<file path="src/common/cmd_defines.svh">
`ifndef CMD_DEFINES_SVH
`define CMD_DEFINES_SVH

// Bus widths
`define CMD_ADDR_W 12 // 4096-word memory
`define CMD_DATA_W 32
`define CMD_OP_W   8

// Binary ops touch addr, addr+1 and addr+2
// First illegal start address for them
`define CMD_BIN_ADDR_LIMIT 12'hFFE

// Width of the two packed structs in cmd_pkg
`define CMD_FRAME_W (`CMD_ADDR_W + `CMD_OP_W + `CMD_DATA_W)
`define CMD_REQ_W   (`CMD_ADDR_W + `CMD_DATA_W + 2)

`endif

</file>
<file path="src/common/cmd_pkg.sv">
`default_nettype none

`include "cmd_defines.svh"

package cmd_pkg;

    // ------------------------------
    // Opcodes
    // ------------------------------
    typedef enum logic [`CMD_OP_W-1:0] {
        WRITE   = 8'h02, // Store frame data
        READ    = 8'h03, // Return memory word
        INC_ACC = 8'h06, // Word + 1, written back
        ADD     = 8'h10,
        SUB     = 8'h11, // A - B
        INV     = 8'h14, // ~word, written back
        AND     = 8'h15,
        OR      = 8'h16,
        XOR     = 8'h17
    } cmd_opcode_e;

    // How a command uses the memory
    typedef enum logic [2:0] {
        OPC_NOP    = 3'd0, // No access at all
        OPC_WRITE  = 3'd1, // Single write
        OPC_READ   = 3'd2, // Single read
        OPC_RMW    = 3'd3, // Read, then write-back
        OPC_BINARY = 3'd4  // Two reads, one write
    } op_class_e;

    // Sequencer states
    typedef enum logic [2:0] {
        IDLE       = 3'd0,
        DECODE     = 3'd1,
        EXECUTE    = 3'd2,
        MEM_ACCESS = 3'd3,
        WAIT       = 3'd4,
        DONE       = 3'd5
    } cmd_state_e;

    // ------------------------------
    // Frame and memory request
    // ------------------------------
    typedef struct packed {
        logic [`CMD_ADDR_W-1:0] addr;
        logic [`CMD_OP_W-1:0]   opcode; // Raw value, may be unknown
        logic [`CMD_DATA_W-1:0] wdata;
    } cmd_frame_t;

    typedef struct packed {
        logic [`CMD_ADDR_W-1:0] addr;
        logic [`CMD_DATA_W-1:0] wdata;
        logic                   wen; // Write when set, else read
        logic                   cen; // Access on this edge
    } mem_req_t;

endpackage

`default_nettype wire

</file>
<file path="src/ctrl/cmd_decode.sv">
`timescale 1ns/1ps
`default_nettype none

`include "cmd_defines.svh"

// Opcode classifier and address range check, purely combinational
module cmd_decode (
    input  cmd_pkg::cmd_opcode_e    opcode,
    input  logic [`CMD_ADDR_W-1:0]  addr,
    output cmd_pkg::op_class_e      op_class,
    output logic                    addr_error
);

    // ------------------------------
    // Memory usage per opcode
    // ------------------------------
    always_comb begin
        case (opcode)
            cmd_pkg::WRITE: op_class = cmd_pkg::OPC_WRITE;
            cmd_pkg::READ:  op_class = cmd_pkg::OPC_READ;

            // Read, modify, write back to same word
            cmd_pkg::INC_ACC,
            cmd_pkg::INV:   op_class = cmd_pkg::OPC_RMW;

            // Operands at addr and addr+1, result to addr+2
            cmd_pkg::ADD,
            cmd_pkg::SUB,
            cmd_pkg::AND,
            cmd_pkg::OR,
            cmd_pkg::XOR:   op_class = cmd_pkg::OPC_BINARY;

            default:        op_class = cmd_pkg::OPC_NOP; // Unknown opcode
        endcase
    end

    // ------------------------------
    // Range check
    // ------------------------------
    // Only binary ops span three words, everything else fits anywhere
    always_comb begin
        addr_error = (op_class == cmd_pkg::OPC_BINARY) &&
                     (addr >= `CMD_BIN_ADDR_LIMIT);
    end

endmodule

`default_nettype wire

</file>
<file path="src/ctrl/cmd_fsm.sv">
`timescale 1ns/1ps
`default_nettype none

`include "cmd_defines.svh"

// Command sequencer, one frame in flight
module cmd_fsm (
    input  logic                    clk,
    input  logic                    rst_n,
    input  logic                    frame_valid,
    input  cmd_pkg::cmd_frame_t     frame,
    input  cmd_pkg::op_class_e      op_class,
    input  logic                    addr_error,
    input  logic [`CMD_DATA_W-1:0]  mem_rdata,
    input  logic [`CMD_DATA_W-1:0]  alu_result,
    output logic                    frame_ready,
    output logic                    cmd_start,
    output logic                    cmd_busy,
    output logic [`CMD_DATA_W-1:0]  cmd_result,
    output logic                    cmd_result_valid,
    output logic                    cmd_error,
    output cmd_pkg::cmd_opcode_e    held_opcode,
    output logic [`CMD_ADDR_W-1:0]  held_addr,
    output logic [`CMD_DATA_W-1:0]  operand_a,
    output cmd_pkg::mem_req_t       mem_req
);

    cmd_pkg::cmd_state_e     state;
    cmd_pkg::cmd_state_e     state_nxt;
    cmd_pkg::cmd_frame_t     frame_q;     // Accepted frame
    logic [`CMD_DATA_W-1:0]  operand_a_q; // Word at addr, binary ops
    logic [`CMD_DATA_W-1:0]  result_q;
    logic                    result_valid_q;
    logic                    error_q;
    logic                    phase_q;     // 0 = operand A, 1 = operand B
    logic [`CMD_ADDR_W-1:0]  req_addr;
    logic [`CMD_DATA_W-1:0]  req_wdata;
    logic                    req_wen;
    logic                    req_cen;
    logic                    accept;
    logic                    is_binary;
    logic                    returns_result; // READ or RMW
    logic                    wb_now;         // WAIT issues a write

    assign accept         = (state == cmd_pkg::IDLE) && frame_valid;
    assign is_binary      = (op_class == cmd_pkg::OPC_BINARY);
    assign returns_result = (op_class == cmd_pkg::OPC_READ) ||
                            (op_class == cmd_pkg::OPC_RMW);
    // RMW write-back, or binary result once operand B is in
    assign wb_now = (state == cmd_pkg::WAIT) &&
                    ((op_class == cmd_pkg::OPC_RMW) || (is_binary && phase_q));

    // ------------------------------
    // Next state
    // ------------------------------
    always_comb begin
        state_nxt = state;
        case (state)
            cmd_pkg::IDLE:       if (frame_valid) state_nxt = cmd_pkg::DECODE;
            cmd_pkg::DECODE: begin
                // Bad range or no-op skips memory entirely
                if (addr_error || (op_class == cmd_pkg::OPC_NOP)) begin
                    state_nxt = cmd_pkg::DONE;
                end else begin
                    state_nxt = cmd_pkg::EXECUTE;
                end
            end
            cmd_pkg::EXECUTE:    state_nxt = cmd_pkg::MEM_ACCESS;
            cmd_pkg::MEM_ACCESS: state_nxt = cmd_pkg::WAIT;
            cmd_pkg::WAIT: begin
                if (is_binary && !phase_q) begin
                    state_nxt = cmd_pkg::EXECUTE; // Go fetch operand B
                end else begin
                    state_nxt = cmd_pkg::DONE;
                end
            end
            cmd_pkg::DONE:       state_nxt = cmd_pkg::IDLE;
            default:             state_nxt = cmd_pkg::IDLE;
        endcase
    end

    // ------------------------------
    // Control registers
    // ------------------------------
    always_ff @(posedge clk or negedge rst_n) begin
        if (!rst_n) begin
            state          <= cmd_pkg::IDLE;
            result_valid_q <= 1'b0;
            error_q        <= 1'b0;
            phase_q        <= 1'b0;
            req_wen        <= 1'b0;
            req_cen        <= 1'b0;
        end else begin
            state <= state_nxt;
            case (state)
                cmd_pkg::IDLE: if (accept) error_q <= 1'b0; // Cleared by next frame
                cmd_pkg::DECODE: error_q <= addr_error;
                cmd_pkg::EXECUTE: begin
                    req_cen <= 1'b1;
                    req_wen <= (op_class == cmd_pkg::OPC_WRITE);
                end
                cmd_pkg::WAIT: begin
                    result_valid_q <= returns_result;
                    req_cen        <= wb_now;
                    req_wen        <= wb_now;
                    if (is_binary) phase_q <= ~phase_q; // Back to 0 after B
                end
                cmd_pkg::DONE: begin
                    result_valid_q <= 1'b0;
                    req_cen        <= 1'b0;
                    req_wen        <= 1'b0;
                end
                default: ;
            endcase
        end
    end

    // ------------------------------
    // Payload registers
    // ------------------------------
    always_ff @(posedge clk) begin
        if (accept) frame_q <= frame;
        if (state == cmd_pkg::EXECUTE) begin
            req_addr  <= frame_q.addr + `CMD_ADDR_W'(phase_q); // addr or addr+1
            req_wdata <= frame_q.wdata;
        end
        if ((state == cmd_pkg::WAIT) && is_binary && !phase_q) operand_a_q <= mem_rdata;
        if ((state == cmd_pkg::WAIT) && returns_result) result_q <= alu_result;
        if (wb_now) begin
            req_addr  <= (op_class == cmd_pkg::OPC_RMW) ? frame_q.addr
                                                        : frame_q.addr + `CMD_ADDR_W'(2);
            req_wdata <= alu_result;
        end
    end

    // Outputs
    assign frame_ready      = (state == cmd_pkg::IDLE);
    assign cmd_start        = (state == cmd_pkg::DECODE);
    assign cmd_busy         = (state != cmd_pkg::IDLE);
    assign cmd_result       = result_q;
    assign cmd_result_valid = result_valid_q;
    assign cmd_error        = error_q;
    assign held_opcode      = cmd_pkg::cmd_opcode_e'(frame_q.opcode);
    assign held_addr        = frame_q.addr;
    assign operand_a        = operand_a_q;
    assign mem_req          = '{addr: req_addr, wdata: req_wdata, wen: req_wen, cen: req_cen};

endmodule

`default_nettype wire

</file>
<file path="src/cmd_alu.sv">
`timescale 1ns/1ps
`default_nettype none

`include "cmd_defines.svh"

// Result unit for every command that transforms data
module cmd_alu (
    input  cmd_pkg::cmd_opcode_e    opcode,
    input  logic [`CMD_DATA_W-1:0]  operand_a,  // Registered word at addr
    input  logic [`CMD_DATA_W-1:0]  operand_b,  // Live memory read data
    output logic [`CMD_DATA_W-1:0]  alu_result
);

    // ------------------------------
    // Single-operand commands
    // ------------------------------
    logic [`CMD_DATA_W-1:0] inc_b;
    logic [`CMD_DATA_W-1:0] inv_b;

    assign inc_b = operand_b + `CMD_DATA_W'(1); // Wraps at all ones
    assign inv_b = ~operand_b;

    // ------------------------------
    // Result select
    // ------------------------------
    always_comb begin
        case (opcode)
            cmd_pkg::READ:    alu_result = operand_b; // Plain pass-through
            cmd_pkg::INC_ACC: alu_result = inc_b;
            cmd_pkg::INV:     alu_result = inv_b;

            // Two-operand ops, A from addr and B from addr+1
            cmd_pkg::ADD:     alu_result = operand_a + operand_b;
            cmd_pkg::SUB:     alu_result = operand_a - operand_b;
            cmd_pkg::AND:     alu_result = operand_a & operand_b;
            cmd_pkg::OR:      alu_result = operand_a | operand_b;
            cmd_pkg::XOR:     alu_result = operand_a ^ operand_b;

            // WRITE and unknown opcodes produce nothing
            default:          alu_result = '0;
        endcase
    end

endmodule

`default_nettype wire

</file>
<file path="src/cmd_controller.sv">
`timescale 1ns/1ps
`default_nettype none

`include "cmd_defines.svh"

// Memory command controller top
module cmd_controller (
    input  logic                    clk,
    input  logic                    rst_n,
    input  logic                    frame_valid,
    input  cmd_pkg::cmd_frame_t     frame,
    input  logic [`CMD_DATA_W-1:0]  mem_rdata,
    output logic                    frame_ready,
    output logic                    cmd_start,
    output logic                    cmd_busy,
    output logic                    cmd_result_valid,
    output logic                    cmd_error,
    output logic [`CMD_DATA_W-1:0]  cmd_result,
    output cmd_pkg::mem_req_t       mem_req
);

    // ------------------------------
    // Internal nets
    // ------------------------------
    cmd_pkg::cmd_opcode_e    held_opcode; // Held frame to decoder and ALU
    logic [`CMD_ADDR_W-1:0]  held_addr;
    cmd_pkg::op_class_e      op_class;
    logic                    addr_error;
    logic [`CMD_DATA_W-1:0]  operand_a;
    logic [`CMD_DATA_W-1:0]  alu_result;

    cmd_fsm u_fsm (
        .clk              (clk),
        .rst_n            (rst_n),
        .frame_valid      (frame_valid),
        .frame            (frame),
        .op_class         (op_class),
        .addr_error       (addr_error),
        .mem_rdata        (mem_rdata),
        .alu_result       (alu_result),
        .frame_ready      (frame_ready),
        .cmd_start        (cmd_start),
        .cmd_busy         (cmd_busy),
        .cmd_result       (cmd_result),
        .cmd_result_valid (cmd_result_valid),
        .cmd_error        (cmd_error),
        .held_opcode      (held_opcode),
        .held_addr        (held_addr),
        .operand_a        (operand_a),
        .mem_req          (mem_req)
    );

    cmd_decode u_decode (
        .opcode     (held_opcode),
        .addr       (held_addr),
        .op_class   (op_class),
        .addr_error (addr_error)
    );

    // Operand B straight from memory read data
    cmd_alu u_alu (
        .opcode     (held_opcode),
        .operand_a  (operand_a),
        .operand_b  (mem_rdata),
        .alu_result (alu_result)
    );

endmodule

`default_nettype wire

</file>
<file path="config.mk">
export PLATFORM = sky130hd
export DESIGN_NAME = cmd_controller
export DESIGN_NICKNAME = d
export VERILOG_FILES = /design/src/common/cmd_pkg.sv /design/src/ctrl/cmd_decode.sv /design/src/ctrl/cmd_fsm.sv /design/src/cmd_alu.sv /design/src/cmd_controller.sv
export VERILOG_INCLUDE_DIRS = /design/src /design/src/common
export SDC_FILE = /design/constraint.sdc
export NUM_CORES = 1
export LEC_CHECK = 0
export ABC_AREA = 1
export BUFFER_PORTS_ARGS = -buffer_cell sky130_fd_sc_hd__buf_2
export CAP_MARGIN = 15
export CORE_MARGIN = 2
export CORE_UTILIZATION = 50
export DETAILED_ROUTE_END_ITERATION = 12
export PLACE_DENSITY = 0.83
export SYNTH_ARGS = -nofsm -noshare
export SYNTH_HDL_FRONTEND = slang
export SYNTH_SLANG_ARGS = --single-unit
</file>
<file path="constraint.sdc">
create_clock -name clk -period 4.81 [get_ports clk]
set_clock_uncertainty 0.05 [all_clocks]
set_input_delay 1.2025 -clock clk [delete_from_list [all_inputs] [get_ports clk]]
set_output_delay 1.2025 -clock clk [all_outputs]
set_load 0.1 [all_outputs]
</file>
======== Yosys cells after proc, flatten, opt, wreduce, memory -nomap -nowiden ========
Memories as Yosys holds them, arrays and structs flattened. A register that Yosys moved wholly into a read port is not among the register bits.
Cells that the tools add are included.
word-level totals
  bits in registers ....................... 168
  bits in latches ......................... 0
  bits in writable memories ............... 0
  ROM bits ................................ 96
  input bits .............................. 87
  output and inout bits ................... 83
  memories kept ........................... 1
memory list
  memory           depth  width  rd ports  clocked after memory_dff  wr ports  line              source
  (no name shown)  32     3      1         1                         0         cmd_decode.sv:18  case (opcode)
operators by class
  $add $sub $neg .......................... 5
  multiply operators ...................... 0
  divide/modulo/power cells ............... 0
  $lt $le $gt $ge ......................... 1
  equal/unequal tests ..................... 19
  shift operators ......................... 0
  multiplexer cells ....................... 17
  bitwise operators ....................... 5
  reduce and logical (&&, ||, !) cells .... 22
operator list
  kind                                                        number
  case mux 32 bit (8 select lines)                            1
  2-to-1 mux 32 bit                                           2
  equality test 8 x 5 -> 1 bit (second input constant)        6
  2-to-1 mux 12 bit                                           3
  adder 32 x 1 -> 32 bit (second input constant)              1
  adder 32 bit                                                1
  AND 32 bit                                                  1
  inverter 32 bit                                             1
  OR 32 bit                                                   1
  subtractor 32 bit                                           1
  XOR 32 bit                                                  1
  case mux 3 bit (5 select lines)                             1
  adder 12 x 1 -> 12 bit                                      1
  adder 12 x 2 -> 12 bit (second input constant)              1
  equality test 3 x 2 -> 1 bit (second input constant)        4
  greater-or-equal comparator 12 bit (second input constant)  1
  2-to-1 mux 3 bit                                            4
  equality test 3 bit (second input constant)                 3
  zero test 3 bit                                             3
  equality test 8 x 2 -> 1 bit (second input constant)        1
  equality test 8 x 3 -> 1 bit (second input constant)        1
  logical AND 1 bit                                           8
  equality test 3 x 1 -> 1 bit (second input constant)        2
  case mux 1 bit (3 select lines)                             2
  11 further kinds                                            18

======== Depth between registers and ports, before layout ========
  word-level depth ........................ 7
  mapped depth ............................ 26
  mapped depth without buffers ............ 26

======== Cells and area by module ========
Synthesis repeated with hierarchy kept, for this count alone.
unflattened totals
  cells, all modules ...................... 1780
  area, all modules ....................... 13170.1 um^2
modules (own cells, without submodules)
  module      instances  cells an instance  area each (um^2)  seq. area each (um^2)
  cmd_alu     1          1263               6545.0            0.0
  cmd_fsm     1          479                6465.0            5004.8
  cmd_decode  1          38                 160.2             0.0

======== Worst setup path before layout ========
No wires, ideal clock.
  kind .................................... in2reg
  start ................................... input mem_rdata[0]
  end ..................................... register u_fsm.req_wdata[25], data pin
  library setup time ...................... 252 ps
  data arrival time ....................... 3627 ps
  data required time ...................... 4508 ps
  setup slack ............................. 881 ps
  cell stages on the path ................. 23
  path through ............................ inv_1 ha_1 inv_1 nor2_1 inv_2 nor3_4 nand2_4 o21ai_2 o21ai_0 xor2_1 ha_1 nand2_1 inv_1 nand2_1 nand3_1 a21oi_1 nor2_1 nor2_1 nand3_1 nand3_1 nand2_1 nand2_1 nand2_1
on the way
  cells in the longest elaborated chain, start to end .. 3
  elaborated cells on any way between the ends .. 5
  those cells by class .................... add/sub (3); mux (2)
ends and longest elaborated chain
  element                                          line                  source
  start, declared                                  cmd_controller.sv:12  input logic [`CMD_DATA_W-1:0] mem_rdata,
  subtractor 32 bit, or another cell as far along  cmd_alu.sv:34         cmd_pkg::SUB: alu_result = operand_a - operand_b;
  case mux 32 bit (8 select lines) (*)             cmd_alu.sv:27         case (opcode)
  named net alu_result[25]                         cmd_controller.sv:30  logic [`CMD_DATA_W-1:0] alu_result;
  2-to-1 mux 32 bit (*)                            cmd_fsm.sv:129        if (wb_now) begin
  end signal, assigned                             cmd_fsm.sv:125        req_wdata <= frame_q.wdata;
  end signal, assigned                             cmd_fsm.sv:132        req_wdata <= alu_result;
  end, declared                                    cmd_fsm.sv:37         logic [`CMD_DATA_W-1:0] req_wdata;
The timed path passes the listed nets; every way through them passes the cells marked *.
A chain may end at the register's enable or synchronous reset.

======== Worst setup path after layout ========
  start ................................... input mem_rdata[1]
  end ..................................... register u_fsm.req_wdata[27], data pin
The elaborated chain is that of the path after synthesis.

==> run metrics <==
status=finished clean; warnings from Yosys=0; sequential share of power=between 40% and 50%; final instance area=approximately 15000 µm²; CTS Buffer Depth=2; Setup crit end=u_fsm.req_wdata[27]$_DFFE_PP_; Die Ht=165.7 µm; hold buffer count at CTS=0; Period minus WS final=between 4 and 5 ns; Cell Int Power=approximately 2.9 mW; Mapped Nets=1903; final worst slack=around 0.30 ns; # IOs=170; number of distinct library cells after synthesis=between 50 and 60; slowest cell on the critical path=a21oi_1; Worst setup SP type=input pin; worst vdd ir=545.3 µV; Residual DRC=0; area growth from synthesis to layout=15.03%; P_sw=around 1.6 mW; crit path cell chain=buf_2, inv_1, ha_1, inv_1, nor2_1, inv_2, nor3_4, nand2_4, o31ai_4, xor2_1, ha_1, buf_4, a21oi_1, nand2_1, a21oi_1, nor2_1, nor2_1, nand3_1, nand3_1, nand2_1, nand2_1, nand2_1; layout cell share with drive strength beyond 1=~17%; Worst Hold Launch=u_fsm.cmd_result_valid$_DFFE_PN0N_; Via density=5.654; peak fanout along the critical path=10; DP Wirelength=~34 mm; CP Class=in -> reg; # H-tree levels=4; gp weighted congestion=1.030; Leak=between 7 and 8 nW; synthesized cell area=13070 µm²; worst reg2reg path startpoint=u_fsm.held_opcode[2]$_DFFE_PP_; Net Sw Frac=36.54%; crit path DAT=~4.7 ns; CTS buffer count=17; Std-Cell Rows=between 50 and 60; worst min path class=reg -> reg; Place WS=-0.009765 ns; max frequency=about 220 MHz; Starting Density=between 50% and 60%; mean post-synth cell area=between 7 and 8 µm²; Yosys top cell by area=edfxtp_1; Final Slew Violations=0; placed inst area=between 10000 and 15000 µm²; worst path bufs/invs=5; Hold WS=around 0.47 ns; RSZ-0062 raised after global routing=no; RR Endpoint=u_fsm.req_wdata[24]$_DFFE_PP_; Crit path top cell by count=nand2_1; Worst Setup SP=mem_rdata[1]; gr usage total=between 30% and 40%; Clock Latency Late Sink=between 0.4 and 0.5 ns; Clock transition at path regs=0.08 ns; die area=about 27000 µm²; GRT Residual Overflow=0; WP data required=4.96 ns; setup repair bufs after CTS=0; final wirelength=around 45 mm; die span in x=about 170 µm; PortBufs=169; PD cells=299.8 nW/µm²; Final Cycle Share=93.74%; synth top area cells=edfxtp_1, nand2_1, ha_1, inv_1, nor2_1; CTS sink count=171; MaxCap Viol Count=0; clock share of power=roughly 33%; post-synthesis cell count=about 1700; Setup TNS=0 ns; Worst setup EP type=flop; Root Driver=clkbuf_16; worst r2r path cells=21; drt first-iter violations=roughly 1500; commonest non-fill, non-tap cell in the layout=nand2_1; Final Power=~4.5 mW; Seq/Total Area, Yosys=38.75%; via count=approximately 13000; Core Region=25840 µm²; Logic pwr share=a little over a quarter; Crit path max-delay family=simple AND/OR/NAND/NOR gates; initial antenna violation count=0; vias in the first global route=between 10000 and 15000; post-CTS sizing=0; final hold violations=0; r2r setup slk=approximately 0.79 ns; post-route ant nets=0; DRT Pass-1 Iters=6; worst-margin pin slew=~1.1 ns; largest net degree at the start of global routing=44; CTS tree=yes; Ant. Diodes=0; Seq cells post-synth=about 170; WP depth=22; Avg WL per Cell=roughly 20 µm; commonest cells after routing, fill and taps aside=nand2_1, inv_1, buf_2; Final setup viols=0; nets=2096; crit-path max cell delay=~0.35 ns; Synth top area share=between 30% and 40%; headroom to the max-slew limit=a little under a quarter; first-pass GRT wire length=~70 mm
[how the worst min path moves through the flow]
stage	to	cells past startpoint	slack [ns]
final	u_fsm.cmd_result_valid$_DFFE_PN0N_	2	0.47
after global placement	u_fsm.cmd_result_valid$_DFFE_PN0N_	2	0.44
after global routing	u_fsm.req_wdata[7]$_DFFE_PP_	2	0.48
after CTS	u_fsm.cmd_result_valid$_DFFE_PN0N_	2	0.46
after detailed placement	u_fsm.cmd_result_valid$_DFFE_PN0N_	2	0.43
after floorplan	u_fsm.req_wdata[22]$_DFFE_PP_	2	0.44
[worst reg2reg max path: stages, from the launching register on]
cell	delay (ns)
edfxtp_1	0.41
inv_1	0.10
nand2_1	0.12
nor3_1	0.21
nand2_2	0.11
inv_2	0.23
buf_4	0.28
nor2_1	0.09
xor2_1	0.16
inv_1	0.08
ha_1	0.40
nand2_1	0.12
inv_1	0.08
nand3_1	0.22
nor3_1	0.35
nand3_1	0.17
nand3_1	0.12
nand2_1	0.05
nand3_1	0.17
nand2_1	0.13
nand2_1	0.09
nand2_1	0.05
[sequential cells by signal, summed over array words and instances (netlist names), 3 cells and up, named ones only]
name and count:
u_fsm.req_wdata 32, u_fsm.req_addr 12, u_fsm.held_opcode 8, u_fsm.operand_a 32, u_fsm.cmd_result 32, u_fsm.state 3, u_fsm.frame_q 32, u_fsm.held_addr 12
[through the flow]
step	util, %	instances
floorplan	-	1715
global placement	55.86	2224
detailed placement	55.86	2224
CTS	58.19	2256
global route	58.19	2256
finish	58.19	2256
[cells by family after synthesis]
group,after synthesis,share of synthesized area (%)
AOI/OAI and AO/OA,207,9.400
adders and majority gates,101,9.725
DFF,171,38.75
buffers and inverters,279,8.988
and+or+nand+nor,916,30.38
xor gates and xnor gates,40,2.680
muxes,1,0.07658
[metal layers]
layer / wire length (µm) / up-vias / track usage, % / part of all wire, %
met1: 17490 / 5921 / 41.61 / 39
li1: - / 6004 / - / -
met2: 20940 / 684 / 53.33 / 47
met4: 2440 / 0 / 16.18 / 5.5
met3: 3798 / 147 / 4.803 / 8.5
met5: 0 / - / 0 / 0
[layout make-up]
type,instances,area [µm²]
fillers,2422,10800
multi-input cells,1265,6844
flip-flops and latches,171,5065
repair buffers,220,1229
inverters,233,877.1
clock buffers,18,439.2
well taps,335,419.2
clock inverters,14,162.7
[cell usage after synthesis, drive strengths merged]
cell type,n
mux2i,1
fa,1
a221oi,6
buf,39
a21oi,61
nor2,175
o21ai,88
a31oi,6
nor4,7
o21a,1
o21bai,5
o211ai,20
o31ai,7
xnor2,1
xor2,39
dfrtp,8
nand4,16
o2111ai,1
o22ai,7
and2,1
or2,6
nand2,554
nor3,33
a21o,5
inv,233
edfxtp,160
nand3b,7
ha,100
clkbuf,7
and3,1
nand3,114
nor3b,2
dfxtp,3
[power by group through the flow]
stage	sequential, mW	clock, mW	combinational [mW]
final	1.87	1.47	1.17
after global routing	1.88	1.53	1.28
after CTS	1.87	1.47	1.16
after detailed placement	1.90	0	1.16
after global placement	1.90	0	1.13
after floorplan	1.98	0	0.758
Power figures use the tool's default switching activity.
